## src/hdl/qsys_pkg.sv

```systemverilog
////////////////////////////////////////////////////////////
// Shared types and widths for the packet queue system.
// Imported by every RTL block of the queue system.
////////////////////////////////////////////////////////////

`default_nettype none

package qsys_pkg;

    ////////////////////////////////////////////////////////////
    // Data path

    // Width of one packet word
    localparam int WORD_W = 32;

    // One packet data word
    typedef logic [WORD_W-1:0] word_t;

    ////////////////////////////////////////////////////////////
    // Statistics

    // Width of the packet counters
    localparam int CNT_W = 32;

    // Packet counter value that saturates at all ones
    typedef logic [CNT_W-1:0] cnt_t;

    ////////////////////////////////////////////////////////////
    // Scheduler

    // Dequeue FSM states
    typedef enum logic {
        SCHED_IDLE,
        SCHED_SEND
    } sched_state_e;

endpackage

`default_nettype wire

```

## src/hdl/admission_control.sv

```systemverilog
////////////////////////////////////////////////////////////
// Admit or drop whole packets at the ingress of the queues.
// The decision is taken on the first word and held to the last.
////////////////////////////////////////////////////////////

`default_nettype none

module admission_control
    import qsys_pkg::*;
#(
    parameter int NUM_QUEUES  = 4,
    parameter int QUEUE_DEPTH = 32,
    parameter int MTU_WORDS   = 8,
    localparam int QW = (NUM_QUEUES > 1) ? $clog2(NUM_QUEUES) : 1,
    localparam int FW = $clog2(QUEUE_DEPTH + 1)
) (
    input  var logic                          packet_in,
    input  var logic                          rst_n,
    input  var logic                          in_valid,
    input  var logic                          in_last,
    input  var word_t                         in_data,
    input  var logic [QW-1:0]                 in_queue,
    input  var logic [NUM_QUEUES-1:0][FW-1:0] free_words,
    output logic                              wr_en,
    output logic                              wr_last,
    output word_t                             wr_data,
    output logic [QW-1:0]                     wr_queue
);

    localparam int CW = $clog2(MTU_WORDS + 1);

    logic          in_pkt;
    logic [QW-1:0] pkt_queue;
    logic          pkt_admit;
    logic [CW-1:0] word_cnt;
    logic          first_word;
    logic          admit_now;

    // First word of a packet opens the decision
    assign first_word = in_valid && !in_pkt;

    // Room for a full MTU packet is required up front
    assign admit_now = free_words[in_queue] >= FW'(MTU_WORDS);

    assign wr_en    = in_valid && (first_word ? admit_now : pkt_admit);
    assign wr_last  = in_last;
    assign wr_data  = in_data;
    assign wr_queue = first_word ? in_queue : pkt_queue;

    always_ff @(posedge packet_in) begin
        if (!rst_n) begin
            in_pkt    <= 1'b0;
            pkt_queue <= '0;
            pkt_admit <= 1'b0;
            word_cnt  <= '0;
        end else if (in_valid) begin
            in_pkt <= !in_last;
            if (first_word) begin
                pkt_queue <= in_queue;
                pkt_admit <= admit_now;
                word_cnt  <= CW'(1);
            end else if (word_cnt != CW'(MTU_WORDS)) begin
                // Sticks at MTU so an overrun stays visible
                word_cnt <= word_cnt + 1'b1;
            end
        end
    end

    // Admitted packets never exceed the room that was checked for
    assert property (@(posedge packet_in) disable iff (!rst_n)
        (wr_en && !first_word) |-> (word_cnt < CW'(MTU_WORDS)))
        else $error("admitted packet longer than %0d words", MTU_WORDS);

endmodule

`default_nettype wire

```

## config.mk

```make
export PLATFORM = sky130hd
export DESIGN_NAME = admission_control
export DESIGN_NICKNAME = d
export VERILOG_FILES = /design/src/hdl/qsys_pkg.sv /design/src/hdl/admission_control.sv
export SDC_FILE = /design/constraint.sdc
export NUM_CORES = 1
export LEC_CHECK = 0
export BUFFER_PORTS_ARGS = -buffer_cell sky130_fd_sc_hd__clkbuf_2
export CORE_MARGIN = 8
export CORE_UTILIZATION = 25
export CTS_CLUSTER_SIZE = 12
export DETAILED_ROUTE_END_ITERATION = 10
export PLACE_DENSITY = 0.87
export SETUP_SLACK_MARGIN = 0.4
export SLEW_MARGIN = 10
export SYNTH_ARGS = -nofsm -noshare
export SYNTH_HDL_FRONTEND = slang
export SYNTH_SLANG_ARGS = --single-unit
```

## constraint.sdc

```tcl
create_clock -name packet_in -period 2.6 [get_ports packet_in]
set_clock_uncertainty 0.2 [all_clocks]
set_input_delay 0.52 -clock packet_in [delete_from_list [all_inputs] [get_ports packet_in]]
set_output_delay 0.52 -clock packet_in [all_outputs]
set_load 0.005 [all_outputs]
```

---- Word-level counts from Yosys, hierarchy flattened ----
Cells that the tools add are included.
storage, ports and cells
  register bits ........................... 4
  logic and storage cells ................. 13
operators by class
  $lt $le $gt $ge ......................... 2
  mux-type cells .......................... 4
  reductions and logical operators ........ 4
operator list
  cell                count
  $bmux 6 s2          1
  $ge 6x4->1 const B  1
  $mux 6              1
  $lt 2x3->1 const B  1
  $logic_and 1x1->1   2
  $logic_not 1->1     2
  $mux 2              1
  $mux 1              1

---- Logic depth before layout (Yosys ltp) ----
  depth in word-level cells ............... 5
  depth in mapped cells ................... 3
  mapped depth without buffers ............ 3

---- Worst setup path before layout ----
Ideal clock, no wire load.
  path type ............................... input -> output
  start point ............................. input free_words[11] in the netlist's numbering
  end point ............................... output wr_en
  arrival ................................. 1.251 ns
  required time ........................... 1.880 ns
  path slack .............................. 0.629 ns
  stages on the path ...................... 3
  buffers on the path ..................... 0
  path through ............................ or4b_1 > o41ai_1 > a211oi_1
between the ends
  word-level cells in the longest chain between the ends .. 5
ends and longest elaborated chain
  element                       line                     source
  start, declared               admission_control.sv:23  input var logic [NUM_QUEUES-1:0][FW-1:0] free_words,
  $bmux 6 s2                    admission_control.sv:43  assign admit_now = free_words[in_queue] >= FW'(MTU_WORDS);
  $mux 6 (not written as such)  admission_control.sv:43
  $ge 6x4->1                    admission_control.sv:43
  $mux 1                        -
  $logic_and 1x1->1             admission_control.sv:45  assign wr_en = in_valid && (first_word ? admit_now : pkt_admit);
  end, declared                 admission_control.sv:24  output logic wr_en,
No other way between the ends. The select of a mux whose other input is x is not followed.

---- Worst setup path in the final report ----
Ends and elaborated chain as after synthesis.

==> reports/metrics.csv <==
metric,value,unit
dieArea,3492,sq um
fin_crit,2.188,ns
die_w,59.09,um
clk_path_buf_depth,2,
wl_met1,296,um
power_density,466.0,nW/um^2
hp-start,in_pkt,
cts_tree,yes,
timing.rr.start,in_pkt,
cp-start-kind,input pin,
path_common_cell,clkbuf_2,
io_buffers,21,
fill_cells,203,
max_stage_delay,0.53,ns
fin_cells,71,
drv_slew,0,
cts-root-buf,clkbuf_4,
crit_arrival,1.47,ns
relSlewSlack,79.66,%
cts_buffers,3,
yosysWarnings,0,
min_period_over_period,84.16,%
crit_chain,"clkbuf_2, or4b_4, o41ai_2, a211oi_1, clkbuf_2",
critPathKind,in2out,
required,1.88,ns
final_layout_size_suffix_gt1_share,65.22,%
rrSetupSlack,1.23,ns
grt_pass1_wl,1483,um
syn2layout_area_growth,-15.36,%
ys_types,15,
vdd_ir_drop_max,0.3669,mV
post-route-util,22.51,%
setup_viol,0,
seq_area_frac_synth,17.25,%
ys_seq_elements,4,
crit_path_end_kind,output pin,
tightest_slew,0.3018,ns
hold_buffers,0,
min_path_type,reg2reg,
avgViaCountPerCell,4.408,
ios,98,
synth_nets,117,
postPlaceCellArea,352.8,sq um
timing.setup.tns,0,ns
total_power,0.1831,mW
vias,313,
syn_area,464.2,sq um
startpoint,free_words[11],
routed_wirelength,1047,um
hold_viol_final,0,
dp.cells,68,
antenna_found_initial,0,
worst_slack,0.4118,ns
run_status,finished clean,
max_freq,0.4570,GHz
clk_pin_slew_worst_paths,0.04,ns
clock_latency,0.23,ns
antenna_cells,0,
reg2regPathDepth,3,
cp.buffers_inverters,2,
drtPass1Iterations,4,
min_path_cells,1,
grt_usage,5.712,%
nNetsFinal,110,
drc,0,
gp_congestion,0.7311,
grt-ovfl-total,0,
rsz0062_at_grt,true,
grt_max_degree,6,
first_global_vias,330,
final_cell_mix,"clkbuf_2 (20), dfxtp_1 (4), clkbuf_4 (3)",
final_common_cell,clkbuf_2,
drtIter0Drc,9,
whs,0.3555,ns
avgRoutedWirePerCell,14.75,um
met2_length,571,um
p_leak,0.2051,nW
h-tree-depth,1,
crit_slowest_cell,or4b_4,
wl_met3,152,um
cp_top_family,simple AND/OR/NAND/NOR gates,
row_count,15,
core,1745,sq um
cp_max_fo,2,
syn_avg_cell_area,8.440,sq um
initial_core_util,26.59,%
detail-route-antenna-nets,0,
final_area,392.9,sq um
drv_cap,0,
crit_cells,5,
routed.top_layer,met4,
clock-sinks,4,
die_h,59.09,um
place_ws,0.3816,ns
syn_inst,55,
## area by class of cell
class / count / area, sq um / area share [%]
Multi-Input combinational cell: 17 / 150.1 / 38.22
Timing Repair Buffer: 21 / 105.1 / 26.75
Sequential cell: 4 / 80.08 / 20.38
Tap cell: 25 / 31.28 / 7.962
Clock buffer: 3 / 22.52 / 5.732
Inverter: 1 / 3.754 / 0.9554
## registers in the layout, summed over array words and instances (netlist names)
name and cells:
pkt_queue 2, in_pkt 1, pkt_admit 1
## Yosys cell counts (all sizes together)
library cell,number,share of area (%)
a211oi,2,3.2
and2,2,2.7
buf,33,53
dfxtp,4,17
inv,1,0.81
mux2,2,4.9
nand2,1,0.81
nor2b,2,3.2
nor4,1,1.3
nor4b,1,1.9
o211a,2,4.3
o21ai,2,2.2
o41ai,1,1.9
or4b,1,2.2
## power breakdown
part	internal, mW	total (mW)	switching, mW	leakage, nW
registers	0.0662	0.0684	0.00219	0.0331
clock network	0.0515	0.0756	0.0241	0.0138
logic	0.0219	0.0391	0.0171	0.158
total	0.140	0.183	0.0434	0.205
## metal layers
metal,track usage [%],up-vias
li1,-,136
met1,3.767,141
met2,9.969,30
met3,5.640,6
met4,3.072,0
met5,0,-
## cells by family (layout without fill, tap and decap cells)
group / count (synthesis) / count (layout) / synth area share (%)
buffers and inverters: 34 / 25 / 54.18
and+or+nand+nor: 8 / 8 / 12.13
AOI/OAI and AO/OA: 7 / 7 / 11.59
DFF: 4 / 4 / 17.25
muxes: 2 / 2 / 4.851
## final timing paths
path                  end
max reg2reg  pkt_queue[1]
min                in_pkt
min reg2reg        in_pkt
max                 wr_en
## what timing repair did
action / in CTS / in global routing
pin swaps: 1 / 1
gates resized for setup: 1 / 3
setup endpoints to repair: 1 / 1
buffers inserted: 0 / 0
No activity file was read; power rests on OpenSTA's default activity.
