<file path="config.mk">
export PLATFORM = sky130hd
export DESIGN_NAME = pkt_counters
export DESIGN_NICKNAME = d
export VERILOG_FILES = /design/src/hdl/qsys_pkg.sv /design/src/hdl/pkt_counters.sv
export SDC_FILE = /design/constraint.sdc
export NUM_CORES = 1
export LEC_CHECK = 0
export BUFFER_PORTS_ARGS = -buffer_cell sky130_fd_sc_hd__buf_2
export CAP_MARGIN = 40
export CORE_MARGIN = 3
export CORE_UTILIZATION = 40
export DETAILED_ROUTE_END_ITERATION = 7
export PLACE_DENSITY = 0.66
export SLEW_MARGIN = 30
export SYNTH_ARGS = -nofsm -noshare
export SYNTH_HDL_FRONTEND = slang
export SYNTH_SLANG_ARGS = --single-unit
export TNS_END_PERCENT = 10
</file>
<file path="constraint.sdc">
create_clock -name packet_in -period 3 [get_ports packet_in]
set_clock_uncertainty 0.1 [all_clocks]
set_input_delay 0.6 -clock packet_in [delete_from_list [all_inputs] [get_ports packet_in]]
set_output_delay 0.6 -clock packet_in [all_outputs]
set_load 0.005 [all_outputs]
</file>
<file path="src/hdl/qsys_pkg.sv">
////////////////////////////////////////////////////////////
// Shared types and widths for the packet queue system.
// Imported by every RTL block of the queue system.
////////////////////////////////////////////////////////////

`default_nettype none

package qsys_pkg;

    ////////////////////////////////////////////////////////////
    // Data path

    // Width of one packet word
    localparam int WORD_W = 32;

    // One packet data word
    typedef logic [WORD_W-1:0] word_t;

    ////////////////////////////////////////////////////////////
    // Statistics

    // Width of the packet counters
    localparam int CNT_W = 32;

    // Packet counter value that saturates at all ones
    typedef logic [CNT_W-1:0] cnt_t;

    ////////////////////////////////////////////////////////////
    // Scheduler

    // Dequeue FSM states
    typedef enum logic {
        SCHED_IDLE,
        SCHED_SEND
    } sched_state_e;

endpackage

`default_nettype wire

</file>
<file path="src/hdl/pkt_counters.sv">
////////////////////////////////////////////////////////////
// Saturating packet counters at input, enqueue and dequeue.
////////////////////////////////////////////////////////////

`default_nettype none

module pkt_counters
    import qsys_pkg::*;
(
    input  var logic packet_in,
    input  var logic rst_n,
    input  var logic in_valid,
    input  var logic in_last,
    input  var logic wr_en,
    input  var logic wr_last,
    input  var logic out_valid,
    input  var logic out_last,
    input  var logic in_cnt_clear,
    input  var logic enq_cnt_clear,
    input  var logic deq_cnt_clear,
    output cnt_t     in_pkt_cnt,
    output cnt_t     enq_pkt_cnt,
    output cnt_t     deq_pkt_cnt
);

    // Clear wins, then count up until all ones
    function automatic cnt_t cnt_next(input cnt_t cnt, input logic clr, input logic hit);
        cnt_t nxt;
        nxt = cnt;
        if (clr) begin
            nxt = '0;
        end else if (hit && !(&cnt)) begin
            nxt = cnt + 1'b1;
        end
        return nxt;
    endfunction

    always_ff @(posedge packet_in) begin
        if (!rst_n) begin
            in_pkt_cnt  <= '0;
            enq_pkt_cnt <= '0;
            deq_pkt_cnt <= '0;
        end else begin
            in_pkt_cnt  <= cnt_next(in_pkt_cnt, in_cnt_clear, in_valid && in_last);
            enq_pkt_cnt <= cnt_next(enq_pkt_cnt, enq_cnt_clear, wr_en && wr_last);
            deq_pkt_cnt <= cnt_next(deq_pkt_cnt, deq_cnt_clear, out_valid && out_last);
        end
    end

endmodule

`default_nettype wire

</file>
Yosys cells after proc, flatten, opt, wreduce, memory -nomap -nowiden

Index checks and enable logic that the tools add are counted.
Widths: inputs -> output; s select.

Register bits after elaboration: 96
Input port bits: 11

Add/subtract/negate cells: 3
Bitwise logic cells: 1
Reductions and logical operators: 15

Operators with widths:

| cell                  | number |
|---|---|
| $add 32x1->32 const B | 3 |
| $reduce_and 32->1     | 3 |
| $logic_and 1x1->1     | 6 |
| $reduce_or 2->1       | 3 |
| $logic_not 1->1       | 3 |
| $not 1->1             | 1 |

Logic depth before layout (Yosys ltp)

Gate-level depths: netlist of run 1.

Depth in word-level cells: 3
Mapped depth: 8
Depth with buffers taken out: 6

Worst setup path before layout of run 1

OpenSTA, ideal clock, no wires.

Kind: input port to flip-flop
From: in wr_en
To: reg enq_pkt_cnt[31]
Library setup time: 0.070 ns
Data arrival time: 2.257 ns
Path slack: 0.573 ns
Cell stages on the path: 6
Path through: nand4_1 or4_4 or4_1 buf_2 or4_1 a21oi_1

Word-level cells in the longest chain between the ends: 2

Ends and longest elaborated chain:

| item                 | line               | source |
|---|---|---|
| start, declared      | pkt_counters.sv:14 | `input var logic wr_en,` |
| $logic_and 1x1->1    | pkt_counters.sv:45 | `enq_pkt_cnt <= cnt_next(enq_pkt_cnt, enq_cnt_clear, wr_en && wr_last);` |
| $logic_and 1x1->1    | pkt_counters.sv:32 | `end else if (hit && !(&cnt)) begin` |
| end signal, assigned | pkt_counters.sv:45 |  |
| end, declared        | pkt_counters.sv:22 | `output cnt_t enq_pkt_cnt,` |

Every way passes these cells.
A chain may end at the register's enable or synchronous reset.

Worst setup path after layout of run 1

From: reg enq_pkt_cnt[0]
To: reg enq_pkt_cnt[26]

Word-level cells in the longest chain between the ends: 3
Elaborated cells on any way between the ends: 4
Classes of those cells: add/sub: 1; reduce/logical: 3

Ends and longest elaborated chain:

| item |
|---|
| branches (longest 3 deep; another with $add 32x1->32) |

Several ways; the timed one is not identified.

==> results of run 1 <==
[tightest hold or removal path, cell delays in order (launching register included)]
cell and delay, ps:
dfxtp_1 330, nand2_1 60, a21oi_1 50
[final timing paths]
path             startpoint              end  cells past startpoint
min reg2reg  deq_pkt_cnt[1]   deq_pkt_cnt[1]                      2
max          enq_pkt_cnt[0]  enq_pkt_cnt[26]                      6
max reg2reg  enq_pkt_cnt[0]  enq_pkt_cnt[26]                      6
min          deq_pkt_cnt[1]   deq_pkt_cnt[1]                      2
[cell families (layout without fill, tap and decap cells)]
logic type                 after synthesis  after routing  share of synthesized area
adders and majority gates                3              3                    0.00764
muxes                                    2              2                    0.00408
AOI/OAI and AO/OA                      160            160                      0.202
buffers and inverters                   32            143                     0.0255
and+or+nand+nor                        295            295                      0.335
DFF                                     96             96                      0.391
xor gates and xnor gates                19             19                     0.0339
[registers in the layout, indices dropped and copies added, names as in the netlist]
register     cells
enq_pkt_cnt     32
in_pkt_cnt      32
deq_pkt_cnt     32
[per-stage QoR]
step | setup slack (ps) | cell area (um^2) | hold slack (ps) | instances
2_1_floorplan | 573 | 4910 | 377 | 607
3_5_place_dp | 370 | 5640 | 392 | 845
4_1_cts | 459 | 5970 | 402 | 861
3_3_place_gp | 421 | 5640 | 376 | 845
6_report | 434 | 5970 | 398 | 861
5_1_grt | 120 | 5970 | 429 | 861
[cells in the final DEF, fill, tap and decap left out, types with 5 or more instances in the layout]
cell / count
a21oi_1: 59
nand3_1: 32
buf_2: 106
nand4_1: 26
and4_1: 11
buf_4: 12
xnor2_1: 9
a211oi_1: 5
nor4_1: 7
xor2_1: 10
o211ai_1: 7
clkbuf_16: 9
and3_1: 15
inv_1: 9
nand2b_1: 6
o31ai_1: 22
nor2_1: 34
nand2_1: 63
nor3_1: 12
a31oi_1: 8
or4_1: 31
and2_1: 9
o21ai_0: 34
dfxtp_1: 96
or3_1: 34
[final cells by class]
| class | count | area (um^2) |
|---|---|---|
| clock inverters | 4 | 76.3 |
| clock buffers | 12 | 256 |
| repair buffers | 118 | 621 |
| multi-input cells | 479 | 2880 |
| flip-flops and latches | 96 | 1920 |
| fillers | 1141 | 5740 |
| well taps | 143 | 179 |
| inverters | 9 | 33.8 |
[per-layer routing]
| metal | vias to the layer above | GRT usage |
|---|---|---|
| li1 | 2546 | - |
| met1 | 2523 | 0.271 |
| met2 | 135 | 0.327 |
| met3 | 19 | 0.0324 |
| met4 | 0 | 0.0772 |
| met5 | - | 0 |
[cell usage after synthesis, types with 15 or more instances]
master    instances
dfxtp_1          96
nand2_1          63
a21oi_1          59
nor2_1           34
o21ai_0          34
or3_1            34
nand3_1          32
or4_1            31
nand4_1          26
o31ai_1          23
clkbuf_1         18
and3_1           15
[where the power goes]
group          switching [uW]  internal, uW  total (uW)  leakage (uW)
Clock                     501           778        1280      0.000159
Combinational            48.6          20.2        68.9       0.00122
Sequential               2.37          1280        1280      0.000773
==> reports/qor.txt, run 1 <==
total CTS buffers -> 9
final hold vios -> 0
Synth warnings -> 0
count of final max-slew check failures -> 0
Tmin final -> 2570 ps
initial antenna violation count -> 0
drt pass-1 iters -> 5
Post-CTS Setup Inserts -> 0
global placer's final weighted congestion -> 0.846
sequential-to-total area share from yosys stat -> 0.391
Max Cap Viol -> 0
crit-path leading delay family -> simple AND/OR/NAND/NOR gates
worst path cell trace -> ha_1 > nand4_1 > nor4_1 > o2111ai_1 > or4_1 > a21oi_1
Mapped Area -> 4910 um^2
Initial Util -> 0.419
relative slew slack -> 0.456
VDD IR-drop max -> 334 uV
All-Layer GR Usage -> 0.202
worst reg2reg setup slack -> 430 ps
die area -> 13600 um^2
Critical Path RT -> 3180 ps
final core utilization -> 0.510
Vias -> 5223
Placeable Area -> 11700 um^2
met2 WL -> 6500 um
Top Layer Used -> met4
LEAKAGE -> 0.00215 uW
Area growth syn-to-layout -> 21.5%
nets -> 727
worst path arrival time -> 2740 ps
post-DR vias/cell -> 6.07
syn_nets -> 621
Detailed Route Iter0 Violations -> 322
fin crit share -> 0.855
status -> finished, final reports clean
# rows -> 39
Most used DFF post-synth -> dfxtp_1
Worst Setup Path Type -> reg2reg
slowest CP cell -> or4_1
syn avg cell area -> 8.09 um^2
Port Buffers -> 106
Worst Path Max Fanout -> 8
maximum clock rate -> 390 MHz
clk root buf -> clkbuf_16
CTS Hold Buffers Added -> 0
flops & latches, synth -> 96
Metal-1 WL -> 6140 um
area share of the largest cell type after synthesis -> 0.391
DR WL/cell -> 15.7 um
# IOs -> 107
setup_tns -> 0 ps
Worst Tran Pin Value -> 814 ps
first-pass GRT wire length -> 22700 um
Clock Pin Slew Worst Setup and Hold Paths -> 70 ps
CTS tree -> done
Post-synth EDFFs -> 0
largest cells by area after synthesis -> dfxtp_1 (39%), a21oi_1 (6.0%), nand2_1 (4.8%)
Setup crit start kind -> flip-flop
count of cell types in the netlist -> 46
chip width -> 117 um
CP bufs+invs -> 0
crit end category -> flip-flop
total grt overflow -> 0
pwr dens -> 440 nW/um^2
Clk Latency, worst-skew pair -> 340 ps
Final setup viols -> 0
number of global-route vias before repair -> 4684
CTS Sinks -> 96
worst min path class -> reg2reg
met3 WL -> 630 um
antenna viol nets, final -> 0
# H-tree levels -> 3
cells after synthesis -> 607
RSZ-0062 raised after global routing -> false
largest net degree at the start of global routing -> 32
cell accounting for the most synthesized area -> dfxtp_1
DRC Markers -> 0
cts repair resizes -> 0
Crit path largest cell delay -> 510 ps
HPWL after DPL -> 9790 um
WL final -> 13500 um
overall power -> 2630 uW
maximum root-to-sink buffer count -> 2
share of layout cells above drive strength 1 -> 0.202
asr flop ratio synth -> 0
antenna cell count -> 0
Die H -> 117 um
No activity file was read; power rests on OpenSTA's default activity.
==> run 2: changes to the inputs <==
--- a/config.mk
+++ b/config.mk
@@ -7,10 +7,12 @@
 export LEC_CHECK = 0
 export BUFFER_PORTS_ARGS = -buffer_cell sky130_fd_sc_hd__buf_2
 export CAP_MARGIN = 40
+export CELL_PAD_IN_SITES_DETAIL_PLACEMENT = 1
+export CELL_PAD_IN_SITES_GLOBAL_PLACEMENT = 2
 export CORE_MARGIN = 3
-export CORE_UTILIZATION = 40
+export CORE_UTILIZATION = 31
 export DETAILED_ROUTE_END_ITERATION = 7
-export PLACE_DENSITY = 0.66
+export PLACE_DENSITY = 0.83
 export SLEW_MARGIN = 30
 export SYNTH_ARGS = -nofsm -noshare
 export SYNTH_HDL_FRONTEND = slang
==> run 2 against run 1 <==
Net effect: global-route usage fell by 2.7 points; largest power group unchanged; wire length is 14% higher; first-iteration DRC count down 19%; non-clock buffer count increased by 3; die area grew 27%; critical path type unchanged.
==> reports/qor.txt, run 2 (synthesis gave the netlist of run 1 again) <==
Worst Tran Pin Value -> 857 ps (+42.7 ps)
CTS Hold Buffers Added -> 0 (unchanged)
post-DR vias/cell -> 5.61 (-7.5%)
RSZ-0062 raised after global routing -> false
count of final max-slew check failures -> 0 (unchanged)
maximum clock rate -> 385 MHz (-1.2%)
Port Buffers -> 106 (unchanged)
DRC Markers -> 0 (unchanged)
Worst Path Max Fanout -> 8 (unchanged)
share of layout cells above drive strength 1 -> 0.207 (+0.00471)
Hold Slack -> 396 ps (-1.59 ps)
number of global-route vias before repair -> 5088 (+8.6%)
antenna viol nets, final -> 0 (unchanged)
switching share of power -> 0.221 (+0.0112)
# IOs -> 107 (unchanged)
total grt overflow -> 0 (unchanged)
Post-CTS Setup Inserts -> 0 (unchanged)
cts repair resizes -> 0 (unchanged)
P_sw -> 572 uW (+3.6%)
initial antenna violation count -> 0 (unchanged)
Worst Setup Path Type -> reg2reg
Placeable Area -> 15400 um^2 (+31%)
maximum root-to-sink buffer count -> 2 (unchanged)
WL final -> 15400 um (+14%)
HPWL after DPL -> 11500 um (+18%)
# rows -> 45 (+15%)
CP dominant cell by count -> or4_1
worst min path class -> reg2reg
pwr dens -> 426 nW/um^2 (-3.1%)
first-pass GRT wire length -> 25600 um (+13%)
relative slew slack -> 0.427 (-0.0285)
Area growth syn-to-layout -> 23.4%
CP bufs+invs -> 0 (unchanged)
crit-path leading delay family -> simple AND/OR/NAND/NOR gates
Flop pwr share -> 0.495 (+0.008)
Placed Cells incl. Taps -> 916 (+8.4%)
antenna cell count -> 0 (unchanged)
worst path arrival time -> 2780 ps (+40 ps)
CTS tree -> done
die area -> 17400 um^2 (+27%)
Logic pwr share -> 0.028 (+0.002)
status -> finished, final reports clean
crit end category -> flip-flop
most frequent cells in the layout -> buf_2 (106), dfxtp_1 (96), nand2_1 (63)
global placer's final weighted congestion -> 0.785 (-7.2%)
nets -> 730 (+0.41%)
Setup crit start kind -> flip-flop
Tmin final -> 2600 ps (+32.3 ps)
clk root buf -> clkbuf_16
fin crit share -> 0.866 (+0.0108)
Initial Util -> 0.320 (-0.0999)
# H-tree levels -> 3 (unchanged)
Die H -> 132 um (+13%)
slowest CP cell -> or4_4
most common cell after layout, fill and taps aside -> buf_2
Clock Pin Slew Worst Setup and Hold Paths -> 70 ps (about the same)
Critical Path RT -> 3180 ps (about the same)
setup_tns -> 0 ps (unchanged)
All-Layer GR Usage -> 0.175 (-0.0269)
total CTS buffers -> 9 (unchanged)
LEAKAGE -> 0.00216 uW (+0.50%)
final core utilization -> 0.394 (-0.115)
Crit path largest cell delay -> 580 ps (+70 ps)
VDD IR-drop max -> 268 uV (-20%)
Clock Power Share -> 0.477 (-0.010)
chip width -> 132 um (+13%)
worst path cell trace -> nand4_2 > or4_4 > or4_1 > or4_1 > a21oi_1
Internal -> 2010 uW (-3.0%)
Clk Latency, worst-skew pair -> 350 ps (about the same)
DR WL/cell -> 16.6 um (+5.4%)
Final setup viols -> 0 (unchanged)
largest net degree at the start of global routing -> 32 (unchanged)
Detailed Route Iter0 Violations -> 261 (-19%)
drt pass-1 iters -> 4 (-1)
fin area -> 6060 um^2 (+1.6%)
final hold vios -> 0 (unchanged)
Max Cap Viol -> 0 (unchanged)
Placed Instance Area -> 5750 um^2 (+1.9%)
Post-Layout Cell Count -> 932 (+8.2%)
biggest regs -> deq_pkt_cnt x32, enq_pkt_cnt x32, in_pkt_cnt x32
Vias -> 5228 (+0.096%)
CTS Sinks -> 96 (unchanged)
==> run 2: changes by cell type in the layout (fill, tap and decap cells not counted) <==
| cell | before | now |
|---|---|---|
| buf_4 | 12 | 15 |
| bufinv_16 | 2 | 1 |
| clkbuf_1 | 1 | 0 |
| clkbuf_8 | 2 | 3 |
| clkinv_2 | 0 | 1 |
==> run 2: per-stage QoR <==
| step | setup WS (ps) | total power, uW |
|---|---|---|
| 2_1_floorplan | 573 | 1350 |
| 3_3_place_gp | 370 | 1380 |
| 3_5_place_dp | 293 | 1380 |
| 4_1_cts | 397 | 2620 |
| 5_1_grt | 250 | 2680 |
| 6_report | 402 | 2580 |
==> run 2: tightest hold or removal path, stage by stage (launching register included) <==
cell	delay [ps]
dfxtp_1	330
o21ai_0	70
a21oi_1	60
==> run 2: per-layer routing <==
metal	up-vias	wire (um)	GRT usage
met3	22	359	0.0275
met4	0	383	0.0753
met5	-	0	0
met1	2582	7310	0.225
li1	2550	-	-
met2	74	7380	0.292
==> run 2: cell type report <==
type,count,area (um^2)
repair buffers,121,643
clock inverters,4,51.3
clock buffers,12,267
inverters,9,33.8
fillers,1889,9310
flip-flops and latches,96,1920
multi-input cells,479,2880
well taps,211,264
==> run 2: path summary, 6_finish.rpt <==
kind	from	end	slack, ps	cells past startpoint
worst min-delay path	deq_pkt_cnt[19]	deq_pkt_cnt[19]	400	2
worst min register to register	deq_pkt_cnt[19]	deq_pkt_cnt[19]	400	2
worst max register to register	enq_pkt_cnt[6]	enq_pkt_cnt[31]	400	5
worst max-delay path	enq_pkt_cnt[6]	enq_pkt_cnt[31]	400	5
==> run 2: power by group through the flow <==
stage / sequential [uW] / clock, uW / combinational, uW
after global placement: 1310 / 0 / 71.0
after floorplan: 1310 / 0 / 41.4
after global routing: 1280 / 1320 / 80.6
after CTS: 1280 / 1270 / 73.1
after detailed placement: 1310 / 0 / 72.5
final: 1280 / 1230 / 72.2
